==> src/hdl/act_mem_params.svh <==
`ifndef ACT_MEM_PARAMS_SVH
`define ACT_MEM_PARAMS_SVH

// one signed activation per lane
`define ACT_LANE_W 8
`define ACT_LANES 4
`define ACT_LANES_LOG 2

// lane address {half, row, lane}
`define ACT_ADDR_W 10
`define ACT_HALF_ROWS 128

// row field width inside one half
`define ACT_ROW_W (`ACT_ADDR_W - 1 - `ACT_LANES_LOG)

`endif

==> src/hdl/act_ctrl_pkg.sv <==
package act_ctrl_pkg;

	////////////////////////////////////////////////////////////
	// layer modes
	////////////////////////////////////////////////////////////

	typedef enum logic [2:0] {
		MODE_FC  = 3'd0,
		MODE_CNN = 3'd1,
		MODE_EWS = 3'd3
	} layer_mode_e;

	////////////////////////////////////////////////////////////
	// apb response
	////////////////////////////////////////////////////////////

	localparam logic APB_OKAY = 1'b0;
	localparam logic APB_ERR  = 1'b1;

endpackage

==> src/hdl/act_addr_decode.sv <==
`include "act_mem_params.svh"

module act_addr_decode (
	input  logic wr_en,
	input  logic [`ACT_ROW_W-1:0] wr_addr,
	input  logic [`ACT_ADDR_W-1:0] out_ptr,
	input  logic rd_en,
	input  logic [`ACT_ADDR_W-2:0] rd_addr,
	input  logic [`ACT_ADDR_W-1:0] in_ptr,
	input  act_ctrl_pkg::layer_mode_e mode,
	input  logic loading_in_parallel,
	output logic arr_wr_en0,
	output logic arr_wr_en1,
	output logic [`ACT_ROW_W-1:0] arr_wr_row,
	output logic arr_rd_en0,
	output logic arr_rd_en1,
	output logic [`ACT_ROW_W-1:0] arr_rd_row,
	output logic [`ACT_LANES_LOG-1:0] rd_rot
);

	logic wr_half;
	logic rd_half;
	logic lane_read;                                    // cnn read from any start lane
	logic [`ACT_ROW_W-1:0] rd_row_sum;
	logic [`ACT_ADDR_W-2:0] rd_lane_sum;

	assign wr_half = out_ptr[`ACT_ADDR_W-1];
	assign rd_half = in_ptr[`ACT_ADDR_W-1];

	////////////////////////////////////////////////////////////
	// writes
	////////////////////////////////////////////////////////////

	assign arr_wr_en0 = wr_en && !wr_half;
	assign arr_wr_en1 = wr_en && wr_half;
	assign arr_wr_row = wr_addr + out_ptr[`ACT_ADDR_W-2:`ACT_LANES_LOG];   // wraps in the half

	////////////////////////////////////////////////////////////
	// reads
	////////////////////////////////////////////////////////////

	assign lane_read = (mode == act_ctrl_pkg::MODE_CNN) && !loading_in_parallel;

	// row index plus pointer row
	assign rd_row_sum = rd_addr[`ACT_ROW_W-1:0] + in_ptr[`ACT_ADDR_W-2:`ACT_LANES_LOG];

	// lane address plus pointer row and lane
	assign rd_lane_sum = rd_addr + in_ptr[`ACT_ADDR_W-2:0];

	assign arr_rd_en0 = rd_en && !rd_half;
	assign arr_rd_en1 = rd_en && rd_half;

	always_comb begin
		if (lane_read) begin
			arr_rd_row = rd_lane_sum[`ACT_ADDR_W-2:`ACT_LANES_LOG];
			rd_rot     = rd_lane_sum[`ACT_LANES_LOG-1:0];
		end else begin
			arr_rd_row = rd_row_sum;
			rd_rot     = '0;                            // whole word
		end
	end

endmodule

==> config.mk <==
export PLATFORM = sky130hd
export DESIGN_NAME = act_addr_decode
export DESIGN_NICKNAME = d
export VERILOG_FILES = /design/src/hdl/act_ctrl_pkg.sv /design/src/hdl/act_addr_decode.sv
export VERILOG_INCLUDE_DIRS = /design/src /design/src/hdl
export SDC_FILE = /design/constraint.sdc
export NUM_CORES = 1
export LEC_CHECK = 0
export ABC_AREA = 1
export BUFFER_PORTS_ARGS = -buffer_cell sky130_fd_sc_hd__buf_2
export CAP_MARGIN = 20
export CORE_MARGIN = 2
export CORE_UTILIZATION = 47
export DETAILED_ROUTE_END_ITERATION = 10
export MAX_ROUTING_LAYER = met4
export PLACE_DENSITY = 0.86
export SKIP_LAST_GASP = 1
export SLEW_MARGIN = 20
export SYNTH_ARGS = -nofsm -noshare
export SYNTH_HDL_FRONTEND = slang
export SYNTH_SLANG_ARGS = --single-unit
==> constraint.sdc <==
create_clock -name vclk -period 1.85
set_clock_uncertainty 0.2 [all_clocks]
set_input_delay 0.2775 -clock vclk [all_inputs]
set_output_delay 0.2775 -clock vclk [all_outputs]
set_load 0.005 [all_outputs]
-- Yosys cells after proc, flatten, opt, wreduce, memory -nomap -nowiden
Index checks and enable logic that the tools add are counted.
- add/sub/neg operators: 3
- equality and inequality tests: 1
- muxes and demuxes: 2
- reduce and logical (&&, ||, !) cells: 8
- operator list (kind ; count):
    adder 7 bit ; 2
    adder 9 bit ; 1
    2-to-1 mux 7 bit ; 1
    logical AND 1 bit ; 5
    equality test 3 x 1 -> 1 bit (second input constant) ; 1
    zero test 1 bit ; 3
    2-to-1 mux 2 bit ; 1
- flip-flop bits (word level): 0
- input bits: 42
- logic and storage cells: 14

-- Longest topological paths before layout
- word-level depth: 3
- gate-level depth with buffers: 9
- mapped depth without buffers: 9

-- Worst setup path before layout
OpenSTA, ideal clock, no wires.
- kind: in2out
- start: in rd_addr[0]
- end: out arr_rd_row[6]
- arrival: 1.348 ns
- path slack: 0.025 ns
- cell stages on the path: 9
- path buffers: 0
- path through: ha_1 fa_1 nand2_1 nand2_1 nand3_1 nand2_1 nand2_1 nand3_1 nand2_1
- longest elaborated chain between the ends: 2
- elaborated cells between the ends (all ways): 3
- classes of those cells: 2 x add/sub; 1 x mux
- ends and longest elaborated chain (element ; RTL line ; text):
    start: declaration ; act_addr_decode.sv:8 ; input logic [`ACT_ADDR_W-2:0] rd_addr,
    adder 9 bit / adder 7 bit (equally long branches) ; act_addr_decode.sv:48, act_addr_decode.sv:45 ;
    2-to-1 mux 7 bit (*) ; act_addr_decode.sv:54 ; if (lane_read) begin
    end: declaration ; act_addr_decode.sv:17 ; output logic [`ACT_ROW_W-1:0] arr_rd_row,
Every way passes the cells marked *; elsewhere a longest branch is shown, timed or not.

-- Worst setup path after layout
- start: in rd_addr[0]
- end: out arr_rd_row[4]
Same word-level chain as after synthesis.

==> metrics.md <==
| Metric | Value |
|---|---|
| Synth cell types | `21` |
| Crit path DAT | `1.56 ns` |
| Crit share post-route | `110.1%` |
| VDD IR max | `242.2 uV` |
| Buffers on Ports | `60` |
| LEAKAGE | `1.008 nW` |
| Die area | `0.002605 mm2` |
| GRT Total Usage | `25.20%` |
| Vias | `1470` |
| Fin crit period | `2.038 ns` |
| CP endpoint kind | `output pin` |
| Top layer in use | `met4` |
| Global-route wire length before repair | `4974 um` |
| Post-route DRC | `0` |
| Hold path cells | `3` |
| Worst-margin pin slew | `0.2352 ns` |
| Setup Crit Path Kind | `primary input to output pin` |
| GR Overflow Total | `0` |
| Final ANT Viol Nets | `0` |
| Worst Path Required | `1.37 ns` |
| Yosys top cell by area | `ha_1` |
| Pin count of the biggest net entering global routing | `10` |
| Final wirelength | `4018 um` |
| Hold Crit Class | `primary input to output pin` |
| WL/cell | `14.40 um` |
| Drt first pass iters | `5` |
| Die Wd | `51.04 um` |
| NetSw | `294.1 uW` |
| Starting Density | `48.40%` |
| Synth Area per Inst | `6.116 um2` |
| Vias in the first global route | `1260` |
| Clock Power Share | `0%` |
| Unrepaired setup endpoints after global routing | `true` |
| # nets final | `318` |
| Sequential area share after synthesis | `0%` |
| CP startpoint kind | `primary input` |
| Vias per cell | `5.269` |
| Number of max-cap violations | `0` |
| Setup WS post-layout | `-0.1875 ns` |
| Filler cells | `145` |
| DR iter-0 viols | `54` |
| Seq_cells | `0` |
| Area contributors post-synth | `ha_1 24%, nand2_1 19%, inv_1 9.7%, nand3_1 8.2%, fa_1 5.8%` |
| Total Power | `583.5 uW` |
| Core Area | `0.002148 mm2` |
| Synth Instances | `170` |
| Net Sw Frac | `50.41%` |
| Status | `complete, but fails checks` |
| Routed wl met2 | `2132 um` |
| ANT cells | `0` |
| Count of pins over their slew limit | `0` |
| Warnings from Yosys | `0` |
| Num rows | `17` |
| Max frequency | `490.8 MHz` |
| Initial antenna violation count | `0` |
| Synth top area share | `24.07%` |
| Crit Path Max Fanout | `4` |
| Seq pwr share | `0%` |
| Detail Placement HPWL | `2290 um` |
| Share of cells above drive strength 1 | `49.00%` |
| Num ports | `62` |
| Final setup vio count | `9` |
| Met3 Wirelength | `337 um` |
| Mapped Area | `0.001040 mm2` |
| CLK BUF | `0` |
| PwrDens | `325.9 mW/mm2` |
| Failing checks | `setup timing` |
| Pre-CTS setup slack | `-0.3117 ns` |
| Pint | `289.3 uW` |
| Die height | `51.04 um` |
| Comb pwr share | `100.0%` |
| Metal-1 WL | `1358 um` |
| Post-Syn Nets | `235` |
| Synth-to-layout area growth | `72.20%` |
| Slew margin rel. | `84.21%` |
| Sequential cell area | `0 um2` |
| RD Place Congestion | `0.7830` |
| Final hold vios | `0` |
-- synth_stat cells --
cell	n
o21ai_1	1
nand2_4	2
a21oi_1	6
xor2_1	4
fa_1	3
nand3_1	17
or2_4	2
a31oi_1	1
xnor2_1	6
inv_1	27
o21ai_0	2
clkinv_4	1
nor2_1	13
a21oi_4	2
a21o_1	1
a21oi_2	2
nand3b_1	5
o22ai_1	1
nand2_1	53
or2_1	1
ha_1	20
-- final timing paths --
path / from / to
worst max-delay path: rd_addr[0] / arr_rd_row[4]
worst min-delay path: in_ptr[9] / arr_rd_en0
-- layout make-up --
cell class | count | area, um2 | share of cell area [%]
tap | 28 | 35.03 | 1.957
multi-input combinational | 142 | 1141 | 63.73
inverter | 28 | 110.1 | 6.150
timing repair buffer | 81 | 504.2 | 28.16
-- cells in the final DEF (no fill, tap or decap), types with 9 or more instances in the layout --
cell / n
buf_2: 55
buf_4: 19
ha_1: 10
ha_4: 10
inv_1: 27
nand2_1: 43
nand2_2: 9
nand3_1: 12
nor2_1: 12
-- per-layer routing --
metal / GRT usage (%) / vias up
li1: - / 707
met1: 24.25 / 638
met2: 53.25 / 102
met3: 1.170 / 23
met4: 6.306 / 0
met5: - / -
-- critical path, cell delays in order --
cell and delay (ns):
buf_8 0.11, ha_4 0.15, fa_2 0.35, nand2_2 0.11
nand2_4 0.07, nand3b_1 0.12, nand2_1 0.08, nand2_1 0.07
nand3_1 0.06, nand2_1 0.05, buf_2 0.11
-- cell families after synthesis --
family / count (synthesis) / share of synthesized area, %
AND/OR/NAND/NOR: 93 / 40.07
adder cells (fa/ha/maj): 23 / 29.84
buffers and inverters: 28 / 10.59
AO/OA/AOI/OAI: 16 / 11.07
XOR/XNOR: 10 / 8.423
-- timing repair --
item | in CTS | in global routing
setup endpoints to repair | 10 | 11
pin swaps | 20 | 15
hold buffers | 0 | 0
setup buffers | 5 | 2
resized for setup | 30 | 20
-- through the flow --
| step | instances | setup TNS (ns) | area, um2 | utilization (%) | hold slack [ns] |
|---|---|---|---|---|---|
| 6_report | 279 | -0.9058 | 1790 | 83.34 | 0.5904 |
| 5_1_grt | 279 | -1.405 | 1790 | 83.34 | 0.5920 |
| 4_1_cts | 277 | -0.6127 | 1652 | 76.88 | 0.5866 |
| 3_5_place_dp | 272 | -1.575 | 1480 | 68.90 | 0.5858 |
| 3_3_place_gp | 272 | -1.303 | 1480 | 68.90 | 0.5843 |
| 2_1_floorplan | 170 | 0 | 1040 | - | 0.3861 |
-- power groups by stage --
| stage | clock, mW | sequential (mW) | combinational [mW] |
|---|---|---|---|
| final | 0 | 0 | 0.583 |
| after global routing | 0 | 0 | 0.632 |
| after global placement | 0 | 0 | 0.435 |
| after CTS | 0 | 0 | 0.499 |
| after detailed placement | 0 | 0 | 0.448 |
| after floorplan | 0 | 0 | 0.269 |
Power figures use the tool's default switching activity.
