<file path="config.mk">
export PLATFORM = sky130hd
export DESIGN_NAME = act_read_align
export DESIGN_NICKNAME = d
export VERILOG_FILES = /design/src/hdl/act_word_pkg.sv /design/src/hdl/act_read_align.sv
export VERILOG_INCLUDE_DIRS = /design/src /design/src/hdl
export SDC_FILE = /design/constraint.sdc
export NUM_CORES = 1
export LEC_CHECK = 0
export ABC_AREA = 1
export BUFFER_PORTS_ARGS = -buffer_cell sky130_fd_sc_hd__buf_2
export CAP_MARGIN = 10
export CORE_MARGIN = 2
export CORE_UTILIZATION = 30
export DETAILED_ROUTE_END_ITERATION = 8
export GPL_TIMING_DRIVEN = 0
export PLACE_DENSITY = 0.69
export SETUP_SLACK_MARGIN = 0.2
export SKIP_LAST_GASP = 1
export SLEW_MARGIN = 20
export SYNTH_ARGS = -nofsm -noshare
export SYNTH_HDL_FRONTEND = slang
export SYNTH_SLANG_ARGS = --single-unit
</file>
<file path="constraint.sdc">
create_clock -name clk -period 1.3 [get_ports clk]
set_input_delay 0.325 -clock clk [delete_from_list [all_inputs] [get_ports clk]]
set_output_delay 0.325 -clock clk [all_outputs]
set_load 0.02 [all_outputs]
</file>
<file path="src/hdl/act_mem_params.svh">
`ifndef ACT_MEM_PARAMS_SVH
`define ACT_MEM_PARAMS_SVH

// one signed activation per lane
`define ACT_LANE_W 8
`define ACT_LANES 4
`define ACT_LANES_LOG 2

// lane address {half, row, lane}
`define ACT_ADDR_W 10
`define ACT_HALF_ROWS 128

// row field width inside one half
`define ACT_ROW_W (`ACT_ADDR_W - 1 - `ACT_LANES_LOG)

`endif

</file>
<file path="src/hdl/act_word_pkg.sv">
`include "act_mem_params.svh"

package act_word_pkg;

	////////////////////////////////////////////////////////////
	// activation data
	////////////////////////////////////////////////////////////

	typedef logic signed [`ACT_LANE_W-1:0] act_lane_t;

	// one buffer word, seen per lane by the array and as a
	// plain 32-bit value by the host port
	typedef union packed {
		act_lane_t [`ACT_LANES-1:0] lanes;              // lane 0 in the low byte
		logic [`ACT_LANES*`ACT_LANE_W-1:0] raw;
	} act_word_u;

endpackage

</file>
<file path="src/hdl/act_read_align.sv">
`include "act_mem_params.svh"

module act_read_align (
	input  logic clk,
	input  logic reset,
	input  logic rd_en,
	input  logic rd_half,
	input  logic [`ACT_LANES_LOG-1:0] rd_rot,
	input  act_word_pkg::act_word_u rdata0,
	input  act_word_pkg::act_word_u rdata1,
	output act_word_pkg::act_word_u read_word,
	output logic read_valid
);

	logic half_q;
	logic [`ACT_LANES_LOG-1:0] rot_q;
	logic [`ACT_LANES_LOG-1:0] idx;
	act_word_pkg::act_word_u src;

	always_ff @(posedge clk or negedge reset) begin
		if (!reset) begin
			read_valid <= 1'b0;
			half_q     <= 1'b0;
			rot_q      <= '0;
		end else begin
			read_valid <= rd_en;
			if (rd_en) begin
				half_q <= rd_half;
				rot_q  <= rd_rot;
			end
		end
	end

	assign src = half_q ? rdata1 : rdata0;

	// out lane j takes stored lane (start + j) mod lanes
	always_comb begin
		idx = '0;
		for (int j = 0; j < `ACT_LANES; j++) begin
			idx = rot_q + j[`ACT_LANES_LOG-1:0];
			read_word.lanes[j] = src.lanes[idx];
		end
	end

endmodule

</file>
=== Word level (Yosys, flattened, before mapping) ===
Cells that the tools add are included.

* Output and inout port bits: 33
* Memory bits (read-only): 0
* Memories kept: 0
* Bits in writable memories: 0
* Logic and storage cells: 19
* Bits of input ports: 70
* Bits in latches: 0
* Register bits after elaboration: 4

* Shift operators: 0
* Multiply operators: 0
* Reductions and logical operators: 0
* Divide/modulo/power cells: 0
* $lt $le $gt $ge: 4
* Multiplexer cells: 9
* Bitwise operators: 0
* Eq/ne operators: 0
* $add $sub $neg: 3

{| class="wikitable"
|+ Operators with widths
! kind !! count
|-
| $bmux W8 S2 || 4
|-
| $mux W32 || 1
|-
| $mux W8 || 4
|-
| $lt A2 B3 Y1 const B || 4
|-
| $add A2 B2 Y2 const B || 2
|-
| $add A2 B1 Y2 const B || 1
|}

=== Logic depth before layout (Yosys ltp) ===
* Word-level depth: 3
* Mapped depth: 8
* Gate-level depth less buffers: 6

=== Worst setup path after synthesis ===
OpenSTA, ideal clock, no wires.

* Kind: reg-to-output
* Start: register rot_q[0]
* End: output port read_word[13] in the netlist's numbering
* Slack: -127 ps
* Arrival time: 1102 ps
* Path buffers: 2
* Stages on the path, launching flop included: 8
* Required time: 975 ps
* Path through: dfrtp_1 > buf_4 > inv_4 > nand2_2 > nand2_4 > buf_6 > nand3_1 > nand2_1

{| class="wikitable"
|+ RTL lines
! what !! RTL line !! source
|-
| from (decl) || act_read_align.sv:16 || <nowiki>logic [`ACT_LANES_LOG-1:0] rot_q;</nowiki>
|-
| from (signal assigned) || act_read_align.sv:29 || <nowiki>rot_q <= rd_rot;</nowiki>
|-
| to (decl) || act_read_align.sv:11 || <nowiki>output act_word_pkg::act_word_u read_word,</nowiki>
|}

==> metrics.log <==
INFO  metric outcome = finished with violations
INFO  metric failed_checks = negative setup slack
INFO  metric drt-pass1-iter-count = 4
INFO  metric chipWidth = 70.40 µm
INFO  metric netlist-cell-type-count = 14
INFO  metric setup.worst_path.class = reg2out
INFO  metric async_flop_share = 100.0%
INFO  metric antenna_found_initial = 0
INFO  metric synthDominantCellAreaShare = a little under half
INFO  metric number_of_flops_mapped_to_enable_cells_by_yosys = 0
INFO  metric floorplan_core_area = around 0.0043 mm²
INFO  metric power.share.switching = 49.87%
INFO  metric slew_headroom = 79.48%
INFO  metric cts_root_buf = sky130_fd_sc_hd__clkbuf_8
INFO  metric synth_area_per_cell = just over 5 µm²
INFO  metric power.net_switching = between 1 and 1.5 mW
INFO  metric grt_setup_unrepaired = yes
INFO  metric placement.setup.worst_slack = -0.4277 ns
INFO  metric synthCells = 260
INFO  metric htree_num_levels = 1
INFO  metric hold_class = in2reg
INFO  metric timing.critical_path.required = just under 1 ns
INFO  metric synth_most_common_cell = sky130_fd_sc_hd__nand3_1
INFO  metric final.min_clock_period = 1.764 ns
INFO  metric hpwlAfterDp = 4558 µm
INFO  metric synth_seq_area_share = under 10%
INFO  metric p_clk_share = 10.5%
INFO  metric crit_path_end_kind = output port
INFO  metric 1st_iter_drt_viols = approximately 120
INFO  metric startpoint_type = flip-flop
INFO  metric cts_num_sinks = 4
INFO  metric critical-path-top-delay-family = buffers and inverters
INFO  metric std_cell_rows = 24
INFO  metric synth.yosys.warnings = 0
INFO  metric hold_path.startpoint = rd_en
INFO  metric period_share = 135.7%
INFO  metric cap_violations = 0
INFO  metric place_congestion = about 0.82
INFO  metric finalClockSkew = 0 ns
INFO  metric wire_length_of_the_first_global_routing_pass = 9784 µm
INFO  metric syn2layout_area_growth = 106.5%
INFO  metric final_core_utilization = between 60% and 70%
INFO  metric synth.ff_latch_count = 4
INFO  metric cts.reportedPaths.clkPinSlew = ~0.03 ns
INFO  metric numCtsBuffers = 3
INFO  metric cts_tree = done
INFO  metric top_level_ports = 103
INFO  metric max_freq = approximately 570 MHz
INFO  metric seq_power_share = under 10%
INFO  metric detail_route.wirelength = about 6600 µm
INFO  metric intPower = between 1 and 1.5 mW
INFO  metric timing_max_transition_violations_final = 0
INFO  metric part_of_the_power_in_combinational_logic = a little over four fifths
INFO  metric ff_latch_area = around 100 µm²
INFO  metric initial_core_util = between 30 and 40%
INFO  metric most_instantiated_cells_after_synthesis = 125 x sky130_fd_sc_hd__nand3_1, 99 x sky130_fd_sc_hd__nand2_1, 10 x sky130_fd_sc_hd__buf_2
INFO  metric crit_path_top_delay_cell = sky130_fd_sc_hd__dfrtp_1
INFO  metric hold_viol_final = 0
INFO  metric vias_in_the_first_global_route = approximately 2200
INFO  metric place.port_buffers = between 100 and 150
INFO  metric yosys-top-cells-area = sky130_fd_sc_hd__nand3_1 47%, sky130_fd_sc_hd__nand2_1 28%, sky130_fd_sc_hd__dfrtp_1 7.6%
INFO  metric global_route.overflow_total = 0
INFO  metric critPathMaxStageDelay = roughly 0.36 ns
INFO  metric crit_path_cell_trace = buf_6, inv_8, buf_12, nand2_2, nand3_1, nand3_1, nand2_2, buf_4
INFO  metric power.static_leakage = 1.432 nW
INFO  metric nets = about 450
INFO  metric timing.final.setup_violations = 32
INFO  metric clock_insertion_delay_worst_skew = approximately 0.21 ns
INFO  metric worstPathArrival = between 1 and 1.5 ns
INFO  metric die_height = a little over 70 µm
INFO  metric synth.largest_area_cell = sky130_fd_sc_hd__nand3_1
INFO  metric ratio_of_total_power_to_cell_area = just under 900 mW/mm²
INFO  metric ys_dominant_reg_cell = sky130_fd_sc_hd__dfrtp_1
INFO  metric post_route_cells_drive_above_1_share = about 68%
INFO  metric critical_path_peak_fanout = 10
INFO  metric largest_net_degree_at_the_start_of_global_routing = 11
INFO  metric wl_per_cell = roughly 15 µm
INFO  metric multi_input_area = 0.001470 mm²
INFO  metric critical_path.reg2reg.startpoint = rot_q[1]
INFO  metric detail-route-antenna-nets = 0
INFO  metric vdd_drop_max = roughly 670 µV
INFO  metric routed_via_count = 2342
INFO  metric worst_setup_sp = half_q
INFO  metric via_per_inst = roughly 5.4
INFO  metric fin_worst_setup_slack = -0.4640 ns
INFO  metric synth.net_count = 330
INFO  metric ctsLongestPathBuffers = 2
INFO  metric post_synth_instance_area = approximately 0.0013 mm²
INFO  metric drc_errors = 0
INFO  metric worstPathBufferInverterCount = 4
INFO  metric final.fill_count = around 420
INFO  metric area_of_the_die = 0.004955 mm²
INFO  metric groute.usage.overall = between 20% and 30%
INFO  metric antenna_cells = 0
INFO  metric worstMarginPinSlew = roughly 0.31 ns
what timing repair did:
action / 4_1_cts / 5_1_grt
hold buffers: 1 / 0
buffers inserted: 8 / 4
gates resized for setup: 38 / 50
hold endpoints to repair: 4 / 0
gates cloned: 0 / 2
endpoints found under the setup margin: 33 / 33
pin swaps: 4 / 1
flip-flops by register name, indices dropped and copies added (netlist names):
signal / cells
rot_q: 2
read_valid: 1
half_q: 1
final timing paths:
path	endpoint	slack, ns	depth (start not counted)
max in group asynchronous	half_q	0.74	2
worst max register to register	rot_q[1]	0.28	4
worst max-delay path	read_word[2]	-0.46	8
min in group asynchronous	rot_q[1]	0.44	2
worst min register to register	half_q	0.85	4
worst min-delay path	read_valid	0.29	1
cell families after synthesis:
kind of cell	Yosys count	synth area share [%]
buf+inv	23	11.83
simple gates	230	79.47
flops	4	7.569
compound gates	3	1.135
cell usage in the layout, fill, tap and decap left out:
cell                             n
sky130_fd_sc_hd__buf_12          4
sky130_fd_sc_hd__buf_4          36
sky130_fd_sc_hd__clkbuf_16       2
sky130_fd_sc_hd__clkbuf_4        2
sky130_fd_sc_hd__nand2_2        64
sky130_fd_sc_hd__buf_8           1
sky130_fd_sc_hd__buf_6          19
sky130_fd_sc_hd__nand3_2        48
sky130_fd_sc_hd__inv_8           4
sky130_fd_sc_hd__dlygate4sd3_1   1
sky130_fd_sc_hd__o21ai_0         3
sky130_fd_sc_hd__clkbuf_8        3
sky130_fd_sc_hd__clkbuf_2        1
sky130_fd_sc_hd__nand2_4         2
sky130_fd_sc_hd__nand3_1        80
sky130_fd_sc_hd__buf_2          70
sky130_fd_sc_hd__nand2_8         1
sky130_fd_sc_hd__dfrtp_1         4
sky130_fd_sc_hd__nand2_1        35
power by group through the flow:
stage / clock (mW) / sequential, mW / combinational (mW)
2_1_floorplan: 0 / 0.142 / 1.13
3_3_place_gp: 0 / 0.140 / 1.60
3_5_place_dp: 0 / 0.140 / 1.62
4_1_cts: 0.257 / 0.139 / 1.79
5_1_grt: 0.265 / 0.140 / 2.16
6_report: 0.254 / 0.139 / 2.03
final cells by class:
class | instances | share of cell area [%]
Inverter | 4 | 1.649
Clock buffer | 3 | 1.512
Timing Repair Buffer | 117 | 28.49
Multi-Input combinational cell | 233 | 53.83
Tap cell | 52 | 2.382
Sequential cell | 4 | 3.665
Buffer | 19 | 8.475
per-layer routing:
| metal | GRT usage, % | vias up | wire length [µm] |
|---|---|---|---|
| li1 | - | 1139 | - |
| met2 | 43.50 | 128 | 3207 |
| met3 | 3.030 | 4 | 634 |
| met4 | 5.769 | 0 | 39 |
| met5 | 0 | - | 0 |
| met1 | 30.90 | 1071 | 2751 |
per-stage QoR:
stage	hold WS [ns]	setup TNS, ns	std cells	total power, mW	area [µm²]
after floorplan	0.02941	-1.807	260	1.275	1657
after global placement	0.1281	-10.15	414	1.742	2232
after detailed placement	0.1301	-10.26	414	1.760	2232
after CTS	0.2858	-14.07	426	2.182	2464
after global routing	0.3140	-15.48	432	2.567	2731
final	0.2867	-13.71	432	2.427	2731
(Power assumes the default switching activity.)
