===== src/hdl/act_mem_params.svh =====
`ifndef ACT_MEM_PARAMS_SVH
`define ACT_MEM_PARAMS_SVH

// one signed activation per lane
`define ACT_LANE_W 8
`define ACT_LANES 4
`define ACT_LANES_LOG 2

// lane address {half, row, lane}
`define ACT_ADDR_W 10
`define ACT_HALF_ROWS 128

// row field width inside one half
`define ACT_ROW_W (`ACT_ADDR_W - 1 - `ACT_LANES_LOG)

`endif


===== src/hdl/act_ctrl_pkg.sv =====
package act_ctrl_pkg;

	////////////////////////////////////////////////////////////
	// layer modes
	////////////////////////////////////////////////////////////

	typedef enum logic [2:0] {
		MODE_FC  = 3'd0,
		MODE_CNN = 3'd1,
		MODE_EWS = 3'd3
	} layer_mode_e;

	////////////////////////////////////////////////////////////
	// apb response
	////////////////////////////////////////////////////////////

	localparam logic APB_OKAY = 1'b0;
	localparam logic APB_ERR  = 1'b1;

endpackage


===== src/hdl/act_word_pkg.sv =====
`include "act_mem_params.svh"

package act_word_pkg;

	////////////////////////////////////////////////////////////
	// activation data
	////////////////////////////////////////////////////////////

	typedef logic signed [`ACT_LANE_W-1:0] act_lane_t;

	// one buffer word, seen per lane by the array and as a
	// plain 32-bit value by the host port
	typedef union packed {
		act_lane_t [`ACT_LANES-1:0] lanes;              // lane 0 in the low byte
		logic [`ACT_LANES*`ACT_LANE_W-1:0] raw;
	} act_word_u;

endpackage


===== src/hdl/act_apb_decode.sv =====
`include "act_mem_params.svh"

module act_apb_decode (
	input  logic clk,
	input  logic reset,
	input  logic psel,
	input  logic penable,
	input  logic pwrite,
	input  logic [31:0] paddr,
	input  logic [31:0] pwdata,
	output logic pready,
	output logic [31:0] prdata,
	output logic pslverr,
	output logic host_wr_en,
	output logic host_rd_en,
	output logic host_half,
	output logic [`ACT_ROW_W-1:0] host_row,
	output act_word_pkg::act_word_u host_wdata,
	input  logic host_wr_grant,
	input  logic host_rd_grant,
	input  act_word_pkg::act_word_u host_rdata
);

	logic access;
	logic addr_ok;
	logic rd_phase;         // read issued last cycle, data on host_rdata

	assign access  = psel && penable;
	assign addr_ok = (paddr[`ACT_LANES_LOG-1:0] == '0) && (paddr[31:`ACT_ADDR_W] == '0);

	// byte address maps straight onto the lane address
	assign host_half  = paddr[`ACT_ADDR_W-1];
	assign host_row   = paddr[`ACT_ADDR_W-2:`ACT_LANES_LOG];
	assign host_wdata = act_word_pkg::act_word_u'(pwdata);

	////////////////////////////////////////////////////////////
	// access phase
	////////////////////////////////////////////////////////////

	always_comb begin
		host_wr_en = 1'b0;
		host_rd_en = 1'b0;
		pready     = 1'b0;
		pslverr    = act_ctrl_pkg::APB_OKAY;
		prdata     = '0;
		if (rd_phase) begin
			pready = 1'b1;
			prdata = host_rdata.raw;
		end else if (access && !addr_ok) begin
			pready  = 1'b1;                             // no memory access
			pslverr = act_ctrl_pkg::APB_ERR;
		end else if (access && pwrite) begin
			host_wr_en = 1'b1;
			pready     = host_wr_grant;                 // stall while array writes
		end else if (access) begin
			host_rd_en = 1'b1;                          // wait for a free read port
		end
	end

	always_ff @(posedge clk or negedge reset) begin
		if (!reset) begin
			rd_phase <= 1'b0;
		end else begin
			rd_phase <= host_rd_en && host_rd_grant;
		end
	end

	// a refused request stays up on the same word until accepted
	a_wr_held: assert property (@(posedge clk) disable iff (!reset)
		host_wr_en && !host_wr_grant |=>
			host_wr_en && $stable(host_half) && $stable(host_row));
	a_rd_held: assert property (@(posedge clk) disable iff (!reset)
		host_rd_en && !host_rd_grant |=>
			host_rd_en && $stable(host_half) && $stable(host_row));

endmodule


===== config.mk =====
export PLATFORM = sky130hd
export DESIGN_NAME = act_apb_decode
export DESIGN_NICKNAME = d
export VERILOG_FILES = /design/src/hdl/act_ctrl_pkg.sv /design/src/hdl/act_word_pkg.sv /design/src/hdl/act_apb_decode.sv
export VERILOG_INCLUDE_DIRS = /design/src /design/src/hdl
export SDC_FILE = /design/constraint.sdc
export NUM_CORES = 1
export LEC_CHECK = 0
export BUFFER_PORTS_ARGS = -buffer_cell sky130_fd_sc_hd__buf_2
export CAP_MARGIN = 25
export CORE_AREA = 2 2 69 71
export DETAILED_ROUTE_END_ITERATION = 10
export DIE_AREA = 0 0 71 73
export GPL_ROUTABILITY_DRIVEN = 0
export GPL_TIMING_DRIVEN = 0
export HOLD_SLACK_MARGIN = 0.12
export PLACE_DENSITY = 0.65
export SETUP_SLACK_MARGIN = 0.3
export SLEW_MARGIN = 20
export SYNTH_ARGS = -nofsm -noshare
export SYNTH_HDL_FRONTEND = slang
export SYNTH_SLANG_ARGS = --single-unit

===== constraint.sdc =====
create_clock -name clk -period 1.2 [get_ports clk]
set_input_delay 0.18 -clock clk [delete_from_list [all_inputs] [get_ports clk]]
set_output_delay 0.18 -clock clk [all_outputs]
set_load 0.01 [all_outputs]

# == After elaboration in Yosys (flattened, before gate mapping) ==
# Cells that the tools add are included.
# totals
mem_bits_rw,0
mem_bits_ro,0
mem_count,0
input_bits,103
latchBits,0
regBits,1
# classes
magnitude_cmp,0
n_addsub,0
n_mul,0
shift,0
bitwise_logic,0
div,0
n_eq_ne,0
mux,13
reduce_logical,8
# ops
op,n
32-bit two-way mux,1
22-bit logical NOT,1
1-bit two-way mux,12
1-bit logical AND,5
2-bit logical NOT,1
1-bit logical NOT,1

# == Longest topological paths before layout ==
# depth
ltp_word,7
depth_mapped,3

# == Least setup slack after synthesis ==
# No wires, ideal clock.
# synth_timing
kind,input port to output port
start,input paddr[27]
end,output host_rd_en
t_arrival_ns,1.075
stages,3
n_path_buf,0
slack_ns,-0.055
cell_sequence,nor4_2 nand4_2 nor4_1
# synth_via
elab_chain_len,6
# synth_rtl
element,line_no,text
start: declaration,act_apb_decode.sv:9,"input logic [31:0] paddr,"
22-bit logical NOT,act_apb_decode.sv:29,assign addr_ok = (paddr[`ACT_LANES_LOG-1:0] == '0) && (paddr[31:`ACT_ADDR_W] == '0);
1-bit logical AND,act_apb_decode.sv:29,
1-bit logical NOT,act_apb_decode.sv:49,end else if (access && !addr_ok) begin
1-bit logical AND,act_apb_decode.sv:49,
1-bit two-way mux,act_apb_decode.sv:49,
1-bit two-way mux,act_apb_decode.sv:46,if (rd_phase) begin
end: declaration,act_apb_decode.sv:15,"output logic host_rd_en,"
# Every way passes these cells.

# == Final worst setup path ==
# layout_timing
start,input paddr[1]
end,output host_wr_en
# layout_via
elab_chain_len,6
# layout_rtl
element,line_no,text
2-bit logical NOT,act_apb_decode.sv:29,
1-bit logical AND,act_apb_decode.sv:29,
1-bit logical NOT,act_apb_decode.sv:49,
1-bit logical AND,act_apb_decode.sv:49,
1-bit two-way mux,act_apb_decode.sv:49,
1-bit two-way mux,act_apb_decode.sv:46,
end: declaration,act_apb_decode.sv:14,"output logic host_wr_en,"
# Every way passes these cells.

==> run_results.csv <==
group,metric,value,unit
outcome,status,"complete, but fails checks",
outcome,violations,"negative setup slack",
grt,overflow,0,
power_and_ir_drop,seqPwrFrac,8.2,%
sta,tightest_slew,251,ps
sta,finalSetupViolCount,25,
logic_synthesis,synth_nets,197,
logic_synthesis,synthXorXnorAreaFrac,0,%
grt,antenna_found_initial,0,
sta,slew_headroom,83.2,%
drt,ant_nets,0,
worst_setup_path,crit_path_max_fanout,5,
power_and_ir_drop,powerDensity,200,mW/mm^2
logic_synthesis,ys_ff_latch,1,
layout,layout_commonest_cell,"buf_2",
sta,fin_setup_tns,-1380,ps
sta,fin_crit,1360,ps
layout,area_growth,194,%
floorplan,fp.coreArea,0.00454,mm^2
logic_synthesis,yosysWarnings,0,
power_and_ir_drop,swShare,33.8,%
grt,grt_usage,8.86,%
floorplan,die_w,71,um
layout,fillers,420,
layout,diodes,0,
sta,clock.fmax,0.737,GHz
logic_synthesis,synth_compound_area_share,4.78,%
clocking,insertion_delay,0,ps
worst_setup_path,cp.required,1020,ps
layout,final_nets,349,
logic_synthesis,synth_simple_gate_area_share,47.1,%
drt,first_pass_iters,3,
layout,top_register,"rd_phase",
sta,setup_ws,-156,ps
floorplan,die_area,0.00518,mm^2
layout,biggestRegsByFlops,"rd_phase x1",
logic_synthesis,syn_area,707,um^2
sta,drv_slew,0,
floorplan,start_util,15.6,%
grt,grt_first_pass_wirelength,3910,um
drt,vias_per_cell,3.80,
grt,grt_pass1_vias,897,
floorplan,fp-row-count,25,
sta,fin_skew,0,ps
clocking,path_clk_slew,0,ps
drt,wire_per_inst,10.8,um
placed_design,post-dp-hpwl,2470,um
drt,drt_wl_total,3220,um
power_and_ir_drop,pwr-share-clk,0,%
hold_path,min_path_type,"in2reg",
floorplan,die_y,73,um
sta,rsz0062_at_grt,"yes",
layout,drive_above_1_share,96.7,%
logic_synthesis,synth_top_family_by_area,"simple AND/OR/NAND/NOR gates",
worst_setup_path,cp-end-kind,"output port",
drt,drcViolationCount,0,
power_and_ir_drop,power_frac_comb,91.8,%
sta,layout_worst_path_cycle_share,113,%
floorplan,boundaryPins,179,
power_and_ir_drop,vdd_drop_max,0.159,mV
grt,grt_max_degree,11,
sta,hold_ws,478,ps
logic_synthesis,synthMuxAreaShare,0,%
logic_synthesis,syn-instance-count,94,
logic_synthesis,avgSynthCellArea,7.52,um^2
power_and_ir_drop,p_leak,1.16,nW
placed_design,port_buffers,138,
layout,stdcell_count,298,
drt,vias,1131,
logic_synthesis,ys_seq_area_share,3.54,%
placed_design,dp_cells,286,
sta,hold_violations,0,
worst_setup_path,start_kind,"primary input",
power_and_ir_drop,p_sw,141,uW
power_and_ir_drop,power.internal,276,uW
layout,layout_common_cells,"buf_2 (97), buf_6 (47), buf_4 (42)",
job,drv_cap,0,
layout,largest_reg_flops,1,
worst_setup_path,crit_arrival,1180,ps
logic_synthesis,synth_cell_types,14,
logic_synthesis,synthAdderAreaFrac,0,%
worst_setup_path,crit_type,"in2out",
drt,first_iter_violations,15,
==> area by class of cell <==
cell class	instances	area, um^2	area share [%]
plain buffers	43	345	16.6
multi-input cells	49	522	25.1
inverters	1	3.75	0.181
flip-flops and latches	1	26.3	1.26
well taps	54	67.6	3.25
repair buffers	150	1110	53.6
==> timing repair <==
action / 4_1_cts / 5_1_grt
hold buffers: 1 / 0
buffers inserted: 0 / 8
gates resized for setup: 39 / 18
pin swaps: 2 / 6
endpoints found under the setup margin: 37 / 37
hold endpoints to repair: 1 / 0
cloned: 0 / 3
==> Yosys cell counts <==
master / count / area (um^2)
clkbuf_1: 3 / 11.3
nand2_1: 2 / 7.51
o31a_1: 1 / 8.76
dfrtp_1: 1 / 25.0
nor4_2: 3 / 37.5
nand3b_1: 1 / 7.51
nand4_2: 1 / 12.5
nor4_4: 2 / 42.5
a21o_1: 2 / 15.0
inv_1: 1 / 3.75
o21ba_1: 1 / 10.0
and2_1: 32 / 200
buf_4: 40 / 300
nor4_1: 4 / 25.0
==> critical path, stage by stage <==
cell and delay [ps]:
buf_6 100, nor4_4 300, nand4_4 180, nor4_2 240, buf_2 180
==> metrics by stage <==
step | power (mW) | instance area (um^2) | utilization, % | setup slack, ps
3_5_place_dp | 0.378 | 1610 | 35.4 | -270
3_3_place_gp | 0.373 | 1610 | 35.4 | -249
4_1_cts | 0.399 | 1860 | 41.0 | -211
6_report | 0.417 | 2080 | 45.8 | -156
5_1_grt | 0.447 | 2080 | 45.8 | -225
2_1_floorplan | 0.195 | 847 | - | 46.9
==> layer usage <==
metal	share of wire, %	GRT usage, %	vias to the layer above
met4	0	0	0
li1	-	-	564
met1	32	10.1	483
met5	0	0	-
met3	10	0.829	0
met2	58	18.6	84
==> worst paths after layout <==
| kind | from | to | slack [ps] | depth (start not counted) |
|---|---|---|---|---|
| setup reg to reg | rd_phase$_DFF_PN0_ | rd_phase$_DFF_PN0_ | -50 | 3 |
| min in group asynchronous | reset | rd_phase$_DFF_PN0_ | 500 | 2 |
| hold reg to reg | rd_phase$_DFF_PN0_ | rd_phase$_DFF_PN0_ | 930 | 3 |
| hold / removal | host_rd_grant | rd_phase$_DFF_PN0_ | 480 | 3 |
| setup / recovery | paddr[1] | host_wr_en | -160 | 5 |
| max in group asynchronous | reset | rd_phase$_DFF_PN0_ | 600 | 2 |
==> logic make-up (layout without fill, tap and decap cells) <==
group / count (synthesis) / after routing
AND/OR/NAND/NOR: 45 / 45
flip-flops: 1 / 1
AO/OA/AOI/OAI: 4 / 4
buffers and inverters: 44 / 194
==> power by group through the flow <==
stage	combinational (mW)	sequential [mW]	clock (mW)
after floorplan	0.161	0.0343	0
after global placement	0.339	0.0343	0
after detailed placement	0.344	0.0343	0
after CTS	0.365	0.0343	0
after global routing	0.413	0.0343	0
final	0.382	0.0343	0
Power figures use the tool's default switching activity.
